===== src/hw/sync_fifo_pkg.sv =====
// depth, threshold and width constants, pointer types and status structs
`default_nettype none

package sync_fifo_pkg;

   // --------------------
   // sizing
   // --------------------
   // fixed power-of-two depth
   localparam int FIFO_DEPTH = 16;
   // storage address bits
   localparam int ADDR_W = $clog2(FIFO_DEPTH);
   // one extra wrap bit on top of the address
   localparam int PTR_W = ADDR_W + 1;
   // payload word
   localparam int DATA_W = 16;

   // --------------------
   // static thresholds
   // --------------------
   // almost-full set/clear point
   localparam int AFULL_LEVEL = 12;
   // almost-empty set/clear point
   localparam int AEMPTY_LEVEL = 3;

   // --------------------
   // types
   // --------------------
   typedef logic [ADDR_W-1:0] addr_t;
   // pointer or fill count, modulo 2*depth
   typedef logic [PTR_W-1:0] ptr_t;
   typedef logic [DATA_W-1:0] data_t;

   // write side status, all registered
   typedef struct packed {
      logic full;
      logic afull;
      // one cycle after an accepted write
      logic wack;
      // write attempted while full
      logic overflow;
      ptr_t wrcnt;
   } wr_status_t;

   // read side status, all registered
   typedef struct packed {
      logic empty;
      logic aempty;
      // rd_data_o holds a fresh word
      logic dvld;
      // read attempted while empty
      logic underflow;
      ptr_t rdcnt;
   } rd_status_t;

endpackage

`default_nettype wire


===== src/hw/fifo_write_ctrl.sv =====
// write pointer, write address, full and almost-full flags, write count, wack and overflow
`default_nettype none

module fifo_write_ctrl
   import sync_fifo_pkg::*;
(
   input  logic       pos_clk,
   input  logic       aresetn,
   input  logic       wr_en_i,
   input  ptr_t       rptr_i,
   output ptr_t       wptr_o,
   output logic       mem_we_o,
   output addr_t      mem_waddr_o,
   output wr_status_t wr_status_o
);

   // registered write pointer, wrap bit in msb
   ptr_t wptr_r;
   // pointer after this cycle's write
   ptr_t wptr_nxt;
   // fill level seen from the write side
   ptr_t wlevel;
   logic wr_accept;
   // almost-full hysteresis terms
   logic afull_set;
   logic afull_clr;
   logic afull_nxt;

   // --------------------
   // acceptance
   // --------------------
   // only the registered full flag gates a write
   assign wr_accept = wr_en_i & ~wr_status_o.full;

   // advance by one on an accepted write
   assign wptr_nxt = wptr_r + ptr_t'(wr_accept);

   // level uses the look-ahead write pointer
   // and the current read pointer, mod 32
   assign wlevel = wptr_nxt - rptr_i;

   // --------------------
   // almost-full rule
   // --------------------
   // set needs a write request at or above threshold
   assign afull_set = wr_en_i & (wlevel >= ptr_t'(AFULL_LEVEL));
   // clear at or below threshold
   assign afull_clr = (wlevel <= ptr_t'(AFULL_LEVEL));

   // set wins, then clear, else hold
   always_comb begin
      if (afull_set) begin
         afull_nxt = 1'b1;
      end else if (afull_clr) begin
         afull_nxt = 1'b0;
      end else begin
         afull_nxt = wr_status_o.afull;
      end
   end

   // --------------------
   // pointer register
   // --------------------
   always_ff @(posedge pos_clk or negedge aresetn) begin
      if (!aresetn) begin
         wptr_r <= '0;
      end else if (wr_accept) begin
         wptr_r <= wptr_nxt;
      end
   end

   // --------------------
   // status registers
   // --------------------
   // everything here shows one cycle after the edge
   always_ff @(posedge pos_clk or negedge aresetn) begin
      if (!aresetn) begin
         wr_status_o.full     <= 1'b0;
         wr_status_o.afull    <= 1'b0;
         wr_status_o.wack     <= 1'b0;
         wr_status_o.overflow <= 1'b0;
         wr_status_o.wrcnt    <= '0;
      end else begin
         // full once all entries are taken
         wr_status_o.full     <= (wlevel >= ptr_t'(FIFO_DEPTH));
         wr_status_o.afull    <= afull_nxt;
         wr_status_o.wack     <= wr_accept;
         // rejected write, data dropped
         wr_status_o.overflow <= wr_en_i & wr_status_o.full;
         wr_status_o.wrcnt    <= wlevel;
      end
   end

   // --------------------
   // outputs
   // --------------------
   // read side compares against the registered pointer
   assign wptr_o = wptr_r;

   // storage written at the accepting edge
   assign mem_we_o = wr_accept;
   // low bits address the array, depth is a power of two
   assign mem_waddr_o = wptr_r[ADDR_W-1:0];

endmodule

`default_nettype wire


===== src/hw/fifo_ram.sv =====
// storage array with synchronous write and registered read port
`default_nettype none

module fifo_ram
   import sync_fifo_pkg::*;
#(
   parameter type payload_t = data_t
) (
   input  logic     pos_clk,
   input  logic     aresetn,
   input  logic     we_i,
   input  addr_t    waddr_i,
   input  payload_t wdata_i,
   input  logic     re_i,
   input  addr_t    raddr_i,
   output payload_t rdata_o
);

   // one entry per address
   payload_t mem [FIFO_DEPTH];
   // output register
   payload_t rdata_r;

   // --------------------
   // write port
   // --------------------
   always_ff @(posedge pos_clk) begin
      if (we_i) begin
         mem[waddr_i] <= wdata_i;
      end
   end

   // --------------------
   // read port
   // --------------------
   // loads only on a read strobe, so the word holds between reads
   always_ff @(posedge pos_clk or negedge aresetn) begin
      if (!aresetn) begin
         rdata_r <= '0;
      end else if (re_i) begin
         rdata_r <= mem[raddr_i];
      end
   end

   assign rdata_o = rdata_r;

endmodule

`default_nettype wire


===== src/hw/fifo_read_ctrl.sv =====
// read pointer, read address, empty and almost-empty flags, read count, dvld and underflow
`default_nettype none

module fifo_read_ctrl
   import sync_fifo_pkg::*;
(
   input  logic       pos_clk,
   input  logic       aresetn,
   input  logic       rd_en_i,
   input  ptr_t       wptr_i,
   output ptr_t       rptr_o,
   output logic       mem_re_o,
   output addr_t      mem_raddr_o,
   output rd_status_t rd_status_o
);

   // registered read pointer, wrap bit in msb
   ptr_t rptr_r;
   // pointer after this cycle's read
   ptr_t rptr_nxt;
   // fill level seen from the read side
   ptr_t rlevel;
   logic rd_accept;
   // almost-empty hysteresis terms
   logic aempty_set;
   logic aempty_clr;
   logic aempty_nxt;

   // --------------------
   // acceptance
   // --------------------
   // only the registered empty flag gates a read
   assign rd_accept = rd_en_i & ~rd_status_o.empty;

   // advance by one on an accepted read
   assign rptr_nxt = rptr_r + ptr_t'(rd_accept);

   // current write pointer minus look-ahead read pointer
   assign rlevel = wptr_i - rptr_nxt;

   // --------------------
   // almost-empty rule
   // --------------------
   // clear needs the flag already set
   assign aempty_clr = rd_status_o.aempty & (rlevel >= ptr_t'(AEMPTY_LEVEL));
   // set needs a read request at or below threshold
   assign aempty_set = rd_en_i & (rlevel <= ptr_t'(AEMPTY_LEVEL));

   // Clear has priority over set here, the opposite of almost-full.
   always_comb begin
      if (aempty_clr) begin
         aempty_nxt = 1'b0;
      end else if (aempty_set) begin
         aempty_nxt = 1'b1;
      end else begin
         aempty_nxt = rd_status_o.aempty;
      end
   end

   // --------------------
   // pointer register
   // --------------------
   always_ff @(posedge pos_clk or negedge aresetn) begin
      if (!aresetn) begin
         rptr_r <= '0;
      end else if (rd_accept) begin
         rptr_r <= rptr_nxt;
      end
   end

   // --------------------
   // status registers
   // --------------------
   // empty and aempty come out of reset high
   always_ff @(posedge pos_clk or negedge aresetn) begin
      if (!aresetn) begin
         rd_status_o.empty     <= 1'b1;
         rd_status_o.aempty    <= 1'b1;
         rd_status_o.dvld      <= 1'b0;
         rd_status_o.underflow <= 1'b0;
         rd_status_o.rdcnt     <= '0;
      end else begin
         // nothing left after this read
         rd_status_o.empty     <= (rlevel == '0);
         rd_status_o.aempty    <= aempty_nxt;
         // lines up with the registered ram output
         rd_status_o.dvld      <= rd_accept;
         // rejected read, pointer untouched
         rd_status_o.underflow <= rd_en_i & rd_status_o.empty;
         rd_status_o.rdcnt     <= rlevel;
      end
   end

   // --------------------
   // outputs
   // --------------------
   // write side compares against the registered pointer
   assign rptr_o = rptr_r;

   // ram loads its output register at the accepting edge
   assign mem_re_o = rd_accept;
   // low bits only
   assign mem_raddr_o = rptr_r[ADDR_W-1:0];

endmodule

`default_nettype wire


===== src/hw/sync_fifo_top.sv =====
// synchronous FIFO top level joining write controller, storage array and read controller
`default_nettype none

module sync_fifo_top
   import sync_fifo_pkg::*;
(
   input  logic       pos_clk,
   input  logic       aresetn,
   // write side
   input  logic       wr_en_i,
   input  data_t      wr_data_i,
   // read side
   input  logic       rd_en_i,
   output data_t      rd_data_o,
   // status
   output wr_status_t wr_status_o,
   output rd_status_t rd_status_o
);

   // --------------------
   // internal nets
   // --------------------
   // registered pointers crossing between controllers
   ptr_t  wptr;
   ptr_t  rptr;
   // storage write port
   logic  mem_we;
   addr_t mem_waddr;
   // storage read port
   logic  mem_re;
   addr_t mem_raddr;

   // write controller, gated by full
   fifo_write_ctrl u_write_ctrl (
      .pos_clk     (pos_clk),
      .aresetn     (aresetn),
      .wr_en_i     (wr_en_i),
      .rptr_i      (rptr),
      .wptr_o      (wptr),
      .mem_we_o    (mem_we),
      .mem_waddr_o (mem_waddr),
      .wr_status_o (wr_status_o)
   );

   // storage array, payload is the data word
   fifo_ram #(
      .payload_t (data_t)
   ) u_ram (
      .pos_clk (pos_clk),
      .aresetn (aresetn),
      .we_i    (mem_we),
      .waddr_i (mem_waddr),
      .wdata_i (wr_data_i),
      .re_i    (mem_re),
      .raddr_i (mem_raddr),
      .rdata_o (rd_data_o)
   );

   // read controller, gated by empty
   fifo_read_ctrl u_read_ctrl (
      .pos_clk     (pos_clk),
      .aresetn     (aresetn),
      .rd_en_i     (rd_en_i),
      .wptr_i      (wptr),
      .rptr_o      (rptr),
      .mem_re_o    (mem_re),
      .mem_raddr_o (mem_raddr),
      .rd_status_o (rd_status_o)
   );

endmodule

`default_nettype wire


===== config.mk =====
export PLATFORM = sky130hd
export DESIGN_NAME = sync_fifo_top
export DESIGN_NICKNAME = d
export VERILOG_FILES = /design/src/hw/sync_fifo_pkg.sv /design/src/hw/fifo_write_ctrl.sv /design/src/hw/fifo_ram.sv /design/src/hw/fifo_read_ctrl.sv /design/src/hw/sync_fifo_top.sv
export SDC_FILE = /design/constraint.sdc
export NUM_CORES = 1
export LEC_CHECK = 0
export ABC_AREA = 1
export ABC_CLOCK_PERIOD_IN_PS = 5300
export BUFFER_PORTS_ARGS = -buffer_cell sky130_fd_sc_hd__buf_2
export CAP_MARGIN = 40
export CORE_ASPECT_RATIO = 1.25
export CORE_MARGIN = 2
export CORE_UTILIZATION = 48
export CTS_CLUSTER_DIAMETER = 100
export DETAILED_ROUTE_END_ITERATION = 6
export PLACE_DENSITY = 0.63
export SLEW_MARGIN = 0
export SYNTH_ARGS = -nofsm -noshare
export SYNTH_HDL_FRONTEND = slang
export SYNTH_SLANG_ARGS = --single-unit

===== constraint.sdc =====
create_clock -name pos_clk -period 5.3 [get_ports pos_clk]
set_clock_uncertainty 0.1 [all_clocks]
set_input_delay 0.265 -clock pos_clk [delete_from_list [all_inputs] [get_ports pos_clk]]
set_output_delay 0.265 -clock pos_clk [all_outputs]
set_load 0.01 [all_outputs]

==> impl_metrics.json <==
{
  "clock.fmax_mhz": 341,
  "n_antenna_cell": 0,
  "period_minus_slack_ps": 2930,
  "crit_path_end_kind": "flop",
  "area_growth_pct": 14.9,
  "portBuffers": 53,
  "p_leak_nw": 5.04,
  "cp.depth": 14,
  "wire_per_inst_um": 20.3,
  "finalNetCount": 1081,
  "maxCapViolations": 0,
  "rows": 64,
  "synth.cell_area_um2": 12000,
  "critPathSlowestCell": "nor2_1",
  "crit_family": "simple AND/OR/NAND/NOR gates",
  "htree_levels": 1,
  "ys_warn_count": 0,
  "hold_slack_ps": 249,
  "drive_gt1_frac": 0.141,
  "ios": 54,
  "numCtsBuffers": 29,
  "final_max_slew_viol_count": 0,
  "coreArea_um2": 24500,
  "cts_buffer_depth": 3,
  "wl_mm": 28.5,
  "grt_pass1_wl_mm": 43.7,
  "ys_seq_area_frac": 0.732,
  "min_path_type": "in -> async",
  "dr_total_vias": 7707,
  "status": "completed",
  "reg2reg_depth": 14,
  "min_period_over_period": 0.553,
  "arrival_ps": 3270,
  "grt_antenna_before_repair": 0,
  "die_w_um": 145,
  "yosys.area.top_type": "edfxtp_1",
  "finalSetupTns_ps": 0,
  "grt_pass1_vias": 7359,
  "clkSinkCount": 299,
  "synth-seq-cells": 299,
  "cts_resized": 0,
  "grtUsageTotal": 0.219,
  "p_total_mw": 7.23,
  "cts_root_buf": "clkbuf_16",
  "grt-ovfl-total": 0,
  "worst-path-buf-inv": 3,
  "final_antenna_net_count": 0,
  "drtIter0Drc": 645,
  "tightest_slew_ps": 805,
  "drt_pass1_iterations": 4,
  "critical_path_required_ps": 5630,
  "post-dp-hpwl_mm": 15.1,
  "grt_setup_unrepaired": "false",
  "routabilityCongestion": 0.775,
  "cp_max_fo": 14,
  "initial_core_util": 0.489,
  "clock_latency_ps": 560,
  "synth_area_leaders": "edfxtp_1 64%, dfrtp_1 8.6%, nor2_1 5.4%",
  "dieArea_um2": 26200,
  "synth.distinct_cells": 26,
  "critPathKind": "reg -> reg",
  "finalSetupViolations": 0,
  "syn_area_per_cell_um2": 12.3,
  "grt_max_degree": 69,
  "die_y_um": 181,
  "power.density_nw_per_um2": 526,
  "synth_top_area_share": 0.642,
  "max_slew_margin": 0.461,
  "finalHoldViolCount": 0,
  "clk_pin_slew_worst_paths_ps": 60,
  "cts_tree": "built",
  "syn-num-nets": 1005,
  "slowest_delay_ps": 630,
  "routed_via_density": 5.51,
  "worst_setup_path_start_kind": "flop",
  "irDropWorstVdd_uv": 304,
  "synthCells": 971,
  "critical_path.cell_chain": "nor2_1 -> ha_1 -> inv_1 -> ha_1 -> inv_1 -> fa_1 -> a21oi_1 -> nor2_1 -> nor2_1 -> inv_1 -> nand2_1 -> nand2_1 -> a21oi_1 -> a21oi_1",
  "drc": 0
}
[report_power, final]
part	leakage [nW]	switching [mW]	internal (mW)	total, mW
combinational	1.76	1.47	0.737	2.21
clock	0.462	0.849	1.14	1.99
sequential	2.81	0.220	2.82	3.04
total	5.04	2.54	4.70	7.23
[layout by cell type (no fill, tap or decap), drive strengths merged, types with 32 or more instances in the layout]
cell / synthesis / final
a21oi: 38 / 38
buf: 30 / 79
clkbuf: 23 / 42
dfrtp: 41 / 41
edfxtp: 256 / 256
inv: 31 / 32
nand2: 137 / 137
nand3: 76 / 76
nor2: 172 / 172
o21ai: 108 / 108
[layer usage]
| metal | GRT usage | vias to the layer above | share of wire |
|---|---|---|---|
| li1 | - | 3613 | - |
| met5 | 0 | - | 0 |
| met4 | 0.0745 | 0 | 0.028 |
| met1 | 0.298 | 3787 | 0.43 |
| met2 | 0.367 | 255 | 0.48 |
| met3 | 0.0301 | 52 | 0.055 |
[synth_stat cells]
cell type	instances
edfxtp_1	256
nor2_1	172
nand2_1	137
o21ai_0	106
nand3_1	76
dfrtp_1	41
a21oi_1	37
o221ai_1	30
inv_1	27
clkbuf_1	23
buf_2	18
ha_1	12
buf_4	9
xor2_1	7
inv_2	4
buf_1	2
dfstp_2	2
fa_1	2
o211ai_1	2
o21ai_1	2
a21o_1	1
a21oi_2	1
buf_6	1
nand3b_1	1
or2_2	1
xnor2_1	1
[cells by family after synthesis]
| family | after synthesis | synth area share |
|---|---|---|
| adder cells (fa/ha/maj) | 14 | 0.0159 |
| buffers and inverters | 84 | 0.0316 |
| flip-flops | 299 | 0.732 |
| AO/OA/AOI/OAI | 179 | 0.0851 |
| AND/OR/NAND/NOR | 387 | 0.130 |
| XOR/XNOR | 8 | 0.00585 |
[cell type report]
type	count	area (um^2)
Clock buffer	42	835
Clock inverter	12	90.1
Fill cell	2071	10700
Inverter	31	118
Multi-Input combinational cell	588	2880
Sequential cell	299	8770
Tap cell	330	413
Timing Repair Buffer	98	654
[state kept, by name, summed over array words and instances (netlist names)]
| signal | flops |
|---|---|
| u_read_ctrl.rptr_o | 5 |
| u_write_ctrl.wptr_o | 5 |
| u_ram.rdata_o | 16 |
| u_write_ctrl.wr_status_o | 8 |
| u_ram.mem | 256 |
| u_read_ctrl.rd_status_o | 9 |
[per-stage QoR]
step | setup slack [ps] | cell area (um^2) | util | std cells
6_report | 2370 | 13800 | 0.562 | 1400
5_1_grt | 2070 | 13800 | 0.562 | 1400
4_1_cts | 2390 | 13800 | 0.562 | 1400
3_5_place_dp | 2410 | 12600 | 0.516 | 1327
3_3_place_gp | 2440 | 12600 | 0.516 | 1326
2_1_floorplan | 2630 | 12000 | - | 971
[tightest hold or removal path, delay by kind of cell]
family / cells / cell delay, ps
buffers and inverters: 3 / 1120
[path summary, 6_finish.rpt]
kind,startpoint,endpoint,slack [ps]
worst max-delay path,u_write_ctrl.wr_status_o[8]$_DFF_PN0_,u_write_ctrl.wr_status_o[7]$_DFFE_PN0P_,2370
worst min-delay path,aresetn,u_write_ctrl.wr_status_o[7]$_DFFE_PN0P_,250
worst max register to register,u_write_ctrl.wr_status_o[8]$_DFF_PN0_,u_write_ctrl.wr_status_o[7]$_DFFE_PN0P_,2370
worst min register to register,u_write_ctrl.wr_status_o[8]$_DFF_PN0_,u_write_ctrl.wr_status_o[5]$_DFF_PN0_,400
max in group asynchronous,aresetn,u_read_ctrl.rptr_o[0]$_DFFE_PN0N_,4330
min in group pos_clk,wr_en_i,u_write_ctrl.wr_status_o[5]$_DFF_PN0_,360
[what timing repair did]
| action | 4_1_cts | 5_1_grt |
|---|---|---|
| setup buffers | 0 | 0 |
| hold buffers | 19 | 0 |
| endpoints found under the hold margin | 300 | 0 |
(Power assumes the default switching activity.)
